==> config.mk <==
export PLATFORM = sky130hd
export DESIGN_NAME = rv_core_top
export DESIGN_NICKNAME = d
export VERILOG_FILES = /design/src/rtl/rv_pkg.sv /design/src/rtl/pipe_if.sv /design/src/rtl/fetch_unit.sv /design/src/rtl/decode_stage.sv /design/src/rtl/execute_stage.sv /design/src/rtl/result_stage.sv /design/src/rtl/rv_core_top.sv
export SDC_FILE = /design/constraint.sdc
export NUM_CORES = 2
export LEC_CHECK = 0
export BUFFER_PORTS_ARGS = -buffer_cell sky130_fd_sc_hd__buf_2
export CORE_MARGIN = 4
export CORE_UTILIZATION = 48
export CTS_BUF_LIST = sky130_fd_sc_hd__clkbuf_4 sky130_fd_sc_hd__clkbuf_8 sky130_fd_sc_hd__clkbuf_16
export CTS_CLUSTER_SIZE = 8
export DETAILED_ROUTE_END_ITERATION = 12
export GPL_TIMING_DRIVEN = 1
export PLACE_DENSITY = 0.69
export SLEW_MARGIN = 20
export SYNTH_ARGS = -nofsm -noshare
export SYNTH_HDL_FRONTEND = slang
export SYNTH_SLANG_ARGS = --single-unit
==> constraint.sdc <==
create_clock -name sys_clk -period 5.3 [get_ports sys_clk]
set_input_delay 1.59 -clock sys_clk [delete_from_list [all_inputs] [get_ports sys_clk]]
set_output_delay 1.59 -clock sys_clk [all_outputs]
set_load 0.02 [all_outputs]
==> src/rtl/rv_pkg.sv <==
package rv_pkg;

  typedef logic [31:0] word_t;

  // major opcodes in bits [6:0]
  typedef enum logic [6:0] {
    OP     = 7'b0110011,
    OP_IMM = 7'b0010011,
    LUI    = 7'b0110111,
    BRANCH = 7'b1100011,
    SYSTEM = 7'b1110011
  } opcode_e;

  typedef enum logic [2:0] {
    ADD,
    SUB,
    AND,
    OR,
    XOR,
    SLT,
    PASS_B  // lui
  } alu_op_e;

  // funct3 values
  localparam logic [2:0] F3_ADD_SUB = 3'b000;
  localparam logic [2:0] F3_SLT     = 3'b010;
  localparam logic [2:0] F3_XOR     = 3'b100;
  localparam logic [2:0] F3_OR      = 3'b110;
  localparam logic [2:0] F3_AND     = 3'b111;
  localparam logic [2:0] F3_BEQ     = 3'b000;
  localparam logic [2:0] F3_BNE     = 3'b001;

  // funct7 values
  localparam logic [6:0] F7_BASE = 7'b0000000;
  localparam logic [6:0] F7_SUB  = 7'b0100000;

  // addi x0,x0,0
  localparam word_t NOP_INSTR = 32'h0000_0013;

  localparam word_t EBREAK_INSTR = 32'h0010_0073;

  // field positions
  localparam int RD_LSB  = 7;
  localparam int F3_LSB  = 12;
  localparam int RS1_LSB = 15;
  localparam int RS2_LSB = 20;
  localparam int F7_LSB  = 25;

endpackage

==> src/rtl/pipe_if.sv <==
`timescale 1ns/100ps

interface dec_ex_if;
  logic            valid;
  rv_pkg::word_t   pc;
  rv_pkg::alu_op_e alu_op;
  logic [4:0]      rs1;
  logic [4:0]      rs2;
  rv_pkg::word_t   rs1_data;
  rv_pkg::word_t   rs2_data;
  rv_pkg::word_t   imm;
  logic            use_imm;
  logic [4:0]      rd;
  logic            reg_write;
  logic            is_branch;
  logic            branch_ne;
  logic            halt;

  modport src(output valid, pc, alu_op, rs1, rs2, rs1_data, rs2_data, imm,
              use_imm, rd, reg_write, is_branch, branch_ne, halt);
  modport dst(input valid, pc, alu_op, rs1, rs2, rs1_data, rs2_data, imm,
              use_imm, rd, reg_write, is_branch, branch_ne, halt);
endinterface

`timescale 1ns/100ps

interface ex_res_if;
  logic          valid;
  logic [4:0]    rd;
  rv_pkg::word_t data;
  logic          reg_write;
  logic          halt;

  // execute also reads these back for forwarding
  modport src(output valid, rd, data, reg_write, halt);
  modport dst(input valid, rd, data, reg_write, halt);
endinterface

==> src/rtl/fetch_unit.sv <==
`timescale 1ns/100ps

module fetch_unit #(
  parameter int IMEM_WORDS = 64
) (
  input  logic                          sys_clk,
  input  logic                          rst,
  input  logic                          start,
  input  logic                          load_we,
  input  logic [$clog2(IMEM_WORDS)-1:0] load_addr,
  input  rv_pkg::word_t                 load_data,
  input  logic                          redirect,
  input  rv_pkg::word_t                 redirect_pc,
  input  logic                          halted,
  output rv_pkg::word_t                 instr,
  output rv_pkg::word_t                 pc,
  output logic                          valid
);

  localparam int AW = $clog2(IMEM_WORDS);

  rv_pkg::word_t imem [IMEM_WORDS];
  rv_pkg::word_t pc_q;

  // program load only before start
  always_ff @(posedge sys_clk) begin
    if (load_we && !start) imem[load_addr] <= load_data;
  end

  always_ff @(posedge sys_clk) begin
    if (rst || !start) begin
      pc_q <= '0;
    end else if (redirect) begin
      pc_q <= redirect_pc;
    end else if (!halted) begin
      pc_q <= pc_q + 32'd4;
    end
  end

  always_ff @(posedge sys_clk) begin
    if (rst) begin
      valid <= 1'b0;
      instr <= rv_pkg::NOP_INSTR;
    end else begin
      valid <= start && !redirect && !halted;
      instr <= (redirect || !start) ? rv_pkg::NOP_INSTR : imem[pc_q[AW+1:2]];
    end
  end

  always_ff @(posedge sys_clk) pc <= pc_q;

endmodule

==> src/rtl/decode_stage.sv <==
`timescale 1ns/100ps

module decode_stage (
  input  logic          sys_clk,
  input  logic          rst,
  input  rv_pkg::word_t instr,
  input  rv_pkg::word_t pc,
  input  logic          valid,
  input  logic          redirect,
  input  logic          wb_en,
  input  logic [4:0]    wb_rd,
  input  rv_pkg::word_t wb_data,
  dec_ex_if.src         dx
);

  rv_pkg::word_t   regs [1:31];
  rv_pkg::opcode_e opcode;
  logic [2:0]      funct3;
  logic [6:0]      funct7;
  logic [4:0]      rs1, rs2, rd;
  rv_pkg::word_t   imm_i, imm_u, imm_b;
  rv_pkg::word_t   rs1_val, rs2_val;

  rv_pkg::alu_op_e alu_op_d, alu_f3;
  rv_pkg::word_t   imm_d;
  logic            f3_ok;
  logic            use_imm_d, reg_write_d, is_branch_d, branch_ne_d, halt_d;

  assign opcode = rv_pkg::opcode_e'(instr[6:0]);
  assign funct3 = instr[rv_pkg::F3_LSB +: 3];
  assign funct7 = instr[rv_pkg::F7_LSB +: 7];
  assign rd     = instr[rv_pkg::RD_LSB +: 5];
  assign rs1    = instr[rv_pkg::RS1_LSB +: 5];
  assign rs2    = instr[rv_pkg::RS2_LSB +: 5];

  assign imm_i = {{20{instr[31]}}, instr[31:20]};
  assign imm_u = {instr[31:12], 12'b0};
  assign imm_b = {{19{instr[31]}}, instr[31], instr[7], instr[30:25], instr[11:8], 1'b0};

  always_ff @(posedge sys_clk) begin
    if (wb_en && wb_rd != 5'd0) regs[wb_rd] <= wb_data;
  end

  // write-through on same-cycle write
  assign rs1_val = (rs1 == 5'd0) ? '0 : (wb_en && wb_rd == rs1) ? wb_data : regs[rs1];
  assign rs2_val = (rs2 == 5'd0) ? '0 : (wb_en && wb_rd == rs2) ? wb_data : regs[rs2];

  // alu op shared by OP and OP_IMM
  always_comb begin
    f3_ok  = 1'b1;
    alu_f3 = rv_pkg::ADD;
    case (funct3)
      rv_pkg::F3_ADD_SUB: alu_f3 = rv_pkg::ADD;
      rv_pkg::F3_SLT:     alu_f3 = rv_pkg::SLT;
      rv_pkg::F3_XOR:     alu_f3 = rv_pkg::XOR;
      rv_pkg::F3_OR:      alu_f3 = rv_pkg::OR;
      rv_pkg::F3_AND:     alu_f3 = rv_pkg::AND;
      default:            f3_ok  = 1'b0;
    endcase
  end

  always_comb begin
    alu_op_d    = alu_f3;
    imm_d       = imm_i;
    use_imm_d   = 1'b0;
    reg_write_d = 1'b0;
    is_branch_d = 1'b0;
    branch_ne_d = 1'b0;
    halt_d      = 1'b0;
    case (opcode)
      rv_pkg::OP: begin
        if (funct7 == rv_pkg::F7_SUB && funct3 == rv_pkg::F3_ADD_SUB) begin
          alu_op_d    = rv_pkg::SUB;
          reg_write_d = 1'b1;
        end else begin
          reg_write_d = f3_ok && funct7 == rv_pkg::F7_BASE;
        end
      end
      rv_pkg::OP_IMM: begin
        use_imm_d   = 1'b1;
        reg_write_d = f3_ok;
      end
      rv_pkg::LUI: begin
        alu_op_d    = rv_pkg::PASS_B;
        imm_d       = imm_u;
        use_imm_d   = 1'b1;
        reg_write_d = 1'b1;
      end
      rv_pkg::BRANCH: begin
        imm_d       = imm_b;
        is_branch_d = funct3 == rv_pkg::F3_BEQ || funct3 == rv_pkg::F3_BNE;
        branch_ne_d = funct3 == rv_pkg::F3_BNE;
      end
      rv_pkg::SYSTEM: halt_d = instr == rv_pkg::EBREAK_INSTR;
      default: ;  // treated as nop
    endcase
  end

  always_ff @(posedge sys_clk) begin
    if (rst) begin
      dx.valid     <= 1'b0;
      dx.reg_write <= 1'b0;
      dx.is_branch <= 1'b0;
      dx.halt      <= 1'b0;
    end else begin
      dx.valid     <= valid && !redirect;  // flush on taken branch
      dx.reg_write <= reg_write_d;
      dx.is_branch <= is_branch_d;
      dx.halt      <= halt_d;
    end
  end

  always_ff @(posedge sys_clk) begin
    dx.pc        <= pc;
    dx.alu_op    <= alu_op_d;
    dx.rs1       <= rs1;
    dx.rs2       <= rs2;
    dx.rs1_data  <= rs1_val;
    dx.rs2_data  <= rs2_val;
    dx.imm       <= imm_d;
    dx.use_imm   <= use_imm_d;
    dx.rd        <= rd;
    dx.branch_ne <= branch_ne_d;
  end

endmodule

==> src/rtl/execute_stage.sv <==
`timescale 1ns/100ps

module execute_stage (
  input  logic          sys_clk,
  input  logic          rst,
  dec_ex_if.dst         dx,
  ex_res_if.src         xr,
  output logic          redirect,
  output rv_pkg::word_t redirect_pc
);

  logic          fwd_ok, fwd1, fwd2;
  rv_pkg::word_t op_a, op_b_reg, op_b;
  rv_pkg::word_t alu_res;
  logic          equal, taken;

  // newest value sits in the result stage register
  assign fwd_ok = xr.valid && xr.reg_write && xr.rd != 5'd0;
  assign fwd1   = fwd_ok && xr.rd == dx.rs1;
  assign fwd2   = fwd_ok && xr.rd == dx.rs2;

  assign op_a     = fwd1 ? xr.data : dx.rs1_data;
  assign op_b_reg = fwd2 ? xr.data : dx.rs2_data;
  assign op_b     = dx.use_imm ? dx.imm : op_b_reg;

  always_comb begin
    case (dx.alu_op)
      rv_pkg::ADD:    alu_res = op_a + op_b;
      rv_pkg::SUB:    alu_res = op_a - op_b;
      rv_pkg::AND:    alu_res = op_a & op_b;
      rv_pkg::OR:     alu_res = op_a | op_b;
      rv_pkg::XOR:    alu_res = op_a ^ op_b;
      rv_pkg::SLT:    alu_res = {31'b0, $signed(op_a) < $signed(op_b)};
      rv_pkg::PASS_B: alu_res = op_b;
      default:        alu_res = '0;
    endcase
  end

  // branch compare always on register operands
  assign equal = op_a == op_b_reg;
  assign taken = dx.is_branch && (dx.branch_ne ? !equal : equal);

  assign redirect    = dx.valid && taken;
  assign redirect_pc = dx.pc + dx.imm;

  always_ff @(posedge sys_clk) begin
    if (rst) begin
      xr.valid     <= 1'b0;
      xr.reg_write <= 1'b0;
      xr.halt      <= 1'b0;
    end else begin
      xr.valid     <= dx.valid;
      xr.reg_write <= dx.reg_write;
      xr.halt      <= dx.halt;
    end
  end

  always_ff @(posedge sys_clk) begin
    xr.rd   <= dx.rd;
    xr.data <= alu_res;
  end

endmodule

==> src/rtl/result_stage.sv <==
`timescale 1ns/100ps

module result_stage (
  input  logic          sys_clk,
  input  logic          rst,
  ex_res_if.dst         xr,
  output logic          wb_en,
  output logic [4:0]    wb_rd,
  output rv_pkg::word_t wb_data,
  output logic          retire_valid,
  output logic [4:0]    retire_rd,
  output rv_pkg::word_t retire_data,
  output logic          halted
);

  logic halted_q;

  // nothing past the ebreak is written
  assign wb_en   = xr.valid && xr.reg_write && xr.rd != 5'd0 && !halted_q;
  assign wb_rd   = xr.rd;
  assign wb_data = xr.data;

  assign retire_valid = wb_en;
  assign retire_rd    = xr.rd;
  assign retire_data  = xr.data;

  always_ff @(posedge sys_clk) begin
    if (rst) begin
      halted_q <= 1'b0;
    end else if (xr.valid && xr.halt) begin
      halted_q <= 1'b1;  // sticky until reset
    end
  end

  assign halted = halted_q;

endmodule

==> src/rtl/rv_core_top.sv <==
`timescale 1ns/100ps

module rv_core_top #(
  parameter int IMEM_WORDS = 64
) (
  input  logic                          sys_clk,
  input  logic                          rst,
  input  logic                          start,
  input  logic                          load_we,
  input  logic [$clog2(IMEM_WORDS)-1:0] load_addr,
  input  rv_pkg::word_t                 load_data,
  output logic                          retire_valid,
  output logic [4:0]                    retire_rd,
  output rv_pkg::word_t                 retire_data,
  output logic                          halted
);

  rv_pkg::word_t instr_fetch;
  rv_pkg::word_t pc_fetch;
  logic          valid_fetch;
  logic          redirect;
  rv_pkg::word_t redirect_pc;
  logic          wb_en;
  logic [4:0]    wb_rd;
  rv_pkg::word_t wb_data;

  dec_ex_if dx ();
  ex_res_if xr ();

  fetch_unit #(
    .IMEM_WORDS(IMEM_WORDS)
  ) fetch_unit_inst (
    .sys_clk(sys_clk), .rst(rst), .start(start),
    .load_we(load_we), .load_addr(load_addr), .load_data(load_data),
    .redirect(redirect), .redirect_pc(redirect_pc), .halted(halted),
    .instr(instr_fetch), .pc(pc_fetch), .valid(valid_fetch)
  );

  decode_stage decode_stage_inst (
    .sys_clk(sys_clk), .rst(rst),
    .instr(instr_fetch), .pc(pc_fetch), .valid(valid_fetch),
    .redirect(redirect),
    .wb_en(wb_en), .wb_rd(wb_rd), .wb_data(wb_data),
    .dx(dx)
  );

  execute_stage execute_stage_inst (
    .sys_clk(sys_clk), .rst(rst), .dx(dx), .xr(xr),
    .redirect(redirect), .redirect_pc(redirect_pc)
  );

  result_stage result_stage_inst (
    .sys_clk(sys_clk), .rst(rst), .xr(xr),
    .wb_en(wb_en), .wb_rd(wb_rd), .wb_data(wb_data),
    .retire_valid(retire_valid), .retire_rd(retire_rd),
    .retire_data(retire_data), .halted(halted)
  );

endmodule

==> impl_summary.log <==
INFO  metric numClockSinks = between 3000 and 4000
INFO  metric syn_avg_cell_area = 19.3 sq um
INFO  metric post-route-min-period = 5.18 ns
INFO  metric worstSetupEndpointType = register
INFO  metric htreeDepth = 5
INFO  metric route.antenna.remaining_nets = 0
INFO  metric final_count_of_pins_violating_max_slew = 0
INFO  metric post_layout_cell_count = 11400
INFO  metric grt_pass1_vias = 75900
INFO  metric power.ir.vdd_worst = about 0.37 mV
INFO  metric path_clk_slew = 0.06 ns
INFO  metric cp_slowest_cell = sky130_fd_sc_hd__o311ai_0
INFO  metric synth_seq_cells = 3258
INFO  metric mappedNetlistNets = 7327
INFO  metric antenna_violations_before_repair = 32
INFO  metric portBuffers = 80
INFO  metric grt_overflow_total = 0
INFO  metric syn-cell-area = 0.138 sq mm
INFO  metric crit_path_start_kind = register
INFO  metric floorplan.die.height = 545 microns
INFO  metric hold_class = reg2reg
INFO  metric fillCellCount = 21200
INFO  metric nets = about 7700
INFO  metric power_density = 379 mW/mm^2
INFO  metric leakagePower = 49.4 nW
INFO  metric detailedRoute.firstPassIterationCount = 6
INFO  metric fp.dieW = 545 microns
INFO  metric gp_congestion = 0.940
INFO  metric criticalPathCategory = reg2reg
INFO  metric synth_cell_types = 85
INFO  metric ratio_of_final_minimum_period_to_clock_period = 97.7%
INFO  metric area_added_between_synthesis_and_finish = 14.2%
INFO  metric crit_fanout = 33
INFO  metric cts-buffers-inserted = 448
INFO  metric status = finished clean
INFO  metric critical_path.top_delay_family = compound AO/OA/AOI/OAI gates
INFO  metric groute.usage.overall = 25.5%
INFO  metric post_cts_buffers = 0
INFO  metric post_route_cells_drive_above_1_share = 29.8%
INFO  metric clk_tree_root_cell = sky130_fd_sc_hd__clkbuf_16
INFO  metric drc_violation_count_after_routing = 0
INFO  metric grt_setup_unrepaired = no
INFO  metric cts_hold_buffers = 0
INFO  metric worstSkewPairLatency = 0.99 ns
INFO  metric synth_seq_area_share = roughly 69%
INFO  metric timing.fmax = 0.193 GHz
INFO  metric mapped_cells = 7161
INFO  metric cp_data_arrival_time = 6.01 ns
INFO  metric place.detailed.instances = 10800
INFO  metric std_cell_rows = 196
INFO  metric power.total = 59.9 mW
INFO  metric via_total_after_detailed_routing = 75300
INFO  metric worst_slew_pin_slew = 1.10 ns
INFO  metric async_reset_ff_share = 0%
INFO  metric avgViaCountPerCell = between 6 and 7
INFO  metric post_cts.resized_instances = 0
INFO  metric fin_ws = 0.123 ns
INFO  metric fin_setup_tns = 0 ns
INFO  metric drt-total-wl = 379000 microns
INFO  metric floorplan.core_area = ~0.29 sq mm
INFO  metric pin_count_of_the_biggest_net_entering_global_routing = 100
INFO  metric cts_buffer_depth = 4
INFO  metric post-place-ws = 0.220 ns
INFO  metric crit_path_most_repeated_cell = sky130_fd_sc_hd__buf_4
INFO  metric yosysWarningCount = 0
INFO  metric route.detailed.wl_per_inst = 33.2 microns
INFO  metric critPathBufInv = 5
INFO  metric relSlewSlack = 26.3%
INFO  metric report.final.setup_viol = 0
INFO  metric final_core_utilization = 55.2%
INFO  metric iter_0_drt_violations = 9620
INFO  metric setup_skew_after_layout = between 0.1 and 0.15 ns
INFO  metric floorplan.initialDensity = 48.4%
INFO  metric dominantRegCellSynth = sky130_fd_sc_hd__edfxtp_1
INFO  metric io_pins = 81
INFO  metric max_cap_check_violation_count = 0
INFO  metric grt_first_pass_wirelength = 547000 microns
INFO  metric max_stage_delay = 0.50 ns
INFO  metric cts_tree = built
INFO  metric hpwl = roughly 220000 microns
INFO  metric design.die.area = 0.297 sq mm
INFO  metric final-hold-violation-count = 0
INFO  metric required = between 6 and 7 ns
INFO  metric number_of_enable_flip_flop_cells_after_synthesis = just over 3000
INFO  metric critical_path.cell_chain = buf_4 -> xor2_1 -> nor4_1 -> buf_4 -> and2_2 -> buf_4 -> nor2_1 -> a21o_1 -> ha_1 -> buf_4 -> inv_1 -> a21oi_1 -> nor2_1 -> o311ai_0 -> o311ai_2 -> o22ai_1 -> o221a_2 -> nor4_1 -> o31a_1 -> a221o_1
placed cells by master (no fill, tap or decap), types with 48 or more instances in the layout:
master / instances
sky130_fd_sc_hd__nand3_1: 59
sky130_fd_sc_hd__ha_1: 121
sky130_fd_sc_hd__nor2_4: 95
sky130_fd_sc_hd__o22ai_1: 60
sky130_fd_sc_hd__xnor2_1: 48
sky130_fd_sc_hd__nand2_1: 146
sky130_fd_sc_hd__mux4_2: 1167
sky130_fd_sc_hd__inv_1: 135
sky130_fd_sc_hd__a21oi_1: 243
sky130_fd_sc_hd__buf_12: 51
sky130_fd_sc_hd__nor2b_1: 56
sky130_fd_sc_hd__o21ai_0: 145
sky130_fd_sc_hd__buf_4: 296
sky130_fd_sc_hd__edfxtp_1: 3040
sky130_fd_sc_hd__a211oi_1: 93
sky130_fd_sc_hd__mux2i_1: 238
sky130_fd_sc_hd__clkbuf_16: 449
sky130_fd_sc_hd__nor2_1: 288
sky130_fd_sc_hd__buf_2: 54
sky130_fd_sc_hd__dfxtp_1: 198
sky130_fd_sc_hd__clkbuf_4: 73
layout make-up:
| cell class | count | area, sq um | share of cell area, % |
|---|---|---|---|
| clock buffer | 524 | 11800 | 7.48 |
| inverter | 136 | 510 | 0.323 |
| sequential | 3258 | 95700 | 60.6 |
| multi-input combinational | 3287 | 41100 | 26.0 |
| antenna | 14 | 35.0 | 0.0222 |
| clock inverter | 27 | 566 | 0.358 |
| timing repair buffer | 402 | 3520 | 2.23 |
| tap | 3762 | 4710 | 2.98 |
Yosys cell counts, types with 18 or more instances:
cell type	count	share of area, %
sky130_fd_sc_hd__xnor2_1	48	0.30
sky130_fd_sc_hd__clkbuf_1	342	0.93
sky130_fd_sc_hd__mux2i_1	238	1.7
sky130_fd_sc_hd__nand2_1	147	0.40
sky130_fd_sc_hd__a211oi_1	94	0.51
sky130_fd_sc_hd__a31oi_1	23	0.10
sky130_fd_sc_hd__o21ai_0	150	0.54
sky130_fd_sc_hd__mux4_2	1167	19
sky130_fd_sc_hd__nor2b_1	57	0.26
sky130_fd_sc_hd__o211ai_1	18	0.098
sky130_fd_sc_hd__ha_1	121	1.1
sky130_fd_sc_hd__nand3_1	59	0.21
sky130_fd_sc_hd__nand3b_1	24	0.13
sky130_fd_sc_hd__inv_1	135	0.37
sky130_fd_sc_hd__xor2_1	34	0.22
sky130_fd_sc_hd__o22ai_1	60	0.27
sky130_fd_sc_hd__a21o_1	46	0.25
sky130_fd_sc_hd__o21bai_1	23	0.12
sky130_fd_sc_hd__nor2_1	384	1.0
sky130_fd_sc_hd__o311ai_0	21	0.13
sky130_fd_sc_hd__and3_1	20	0.090
sky130_fd_sc_hd__edfxtp_1	3040	66
sky130_fd_sc_hd__nor3_1	47	0.17
sky130_fd_sc_hd__o221ai_1	33	0.21
sky130_fd_sc_hd__dfxtp_1	218	3.2
sky130_fd_sc_hd__a21oi_1	245	0.89
sky130_fd_sc_hd__buf_1	115	0.31
cell families after synthesis:
kind of cell / synth area share, %
multiplexers: 20.8
AO/OA/AOI/OAI: 3.93
XOR/XNOR: 0.519
buffers and inverters: 1.72
AND/OR/NAND/NOR: 2.78
flip-flops: 69.1
adder cells (fa/ha/maj): 1.14
metrics by stage:
step	area, sq um	hold slack [ns]
final	158000	0.317
after global routing	158000	0.325
after CTS	158000	0.320
after detailed placement	145000	0.312
after global placement	145000	0.311
after floorplan	138000	0.310
worst paths after layout:
path / start / end / slack [ns] / cells after the start
max reg2reg: execute_stage_inst.xr.rd[0] / execute_stage_inst.xr.data[29] / 0.12 / 20
min reg2reg: fetch_unit_inst.pc[0] / decode_stage_inst.dx.pc[0] / 0.32 / 0
min: fetch_unit_inst.pc[0] / decode_stage_inst.dx.pc[0] / 0.32 / 0
max: execute_stage_inst.xr.rd[0] / execute_stage_inst.xr.data[29] / 0.12 / 20
metal layers:
metal	up-vias	part of all wire [%]	global-route usage (%)
met2	4300	48	40.4
met1	39900	38	35.8
met3	717	10	5.04
li1	30400	-	-
met5	-	0.0053	0
met4	2	3.5	8.48
sequential cells by signal, summed over array words and instances (netlist names), 8 cells and up:
register,count
decode_stage_inst.dx.rs1_data,32
decode_stage_inst.dx.pc,8
decode_stage_inst.dx.imm,32
decode_stage_inst.dx.rs2_data,32
fetch_unit_inst.instr,32
fetch_unit_inst.imem,2048
execute_stage_inst.xr.data,32
fetch_unit_inst.pc,8
decode_stage_inst.regs,992
fetch_unit_inst.pc_q,8
power by group:
group	internal (mW)	switching (mW)	total (mW)	leakage (nW)
logic	1.64	3.17	4.81	14.0
registers	29.0	0.315	29.3	29.2
clock network	15.5	10.2	25.7	6.12
total	46.2	13.7	59.9	49.4
Power figures use the tool's default switching activity.
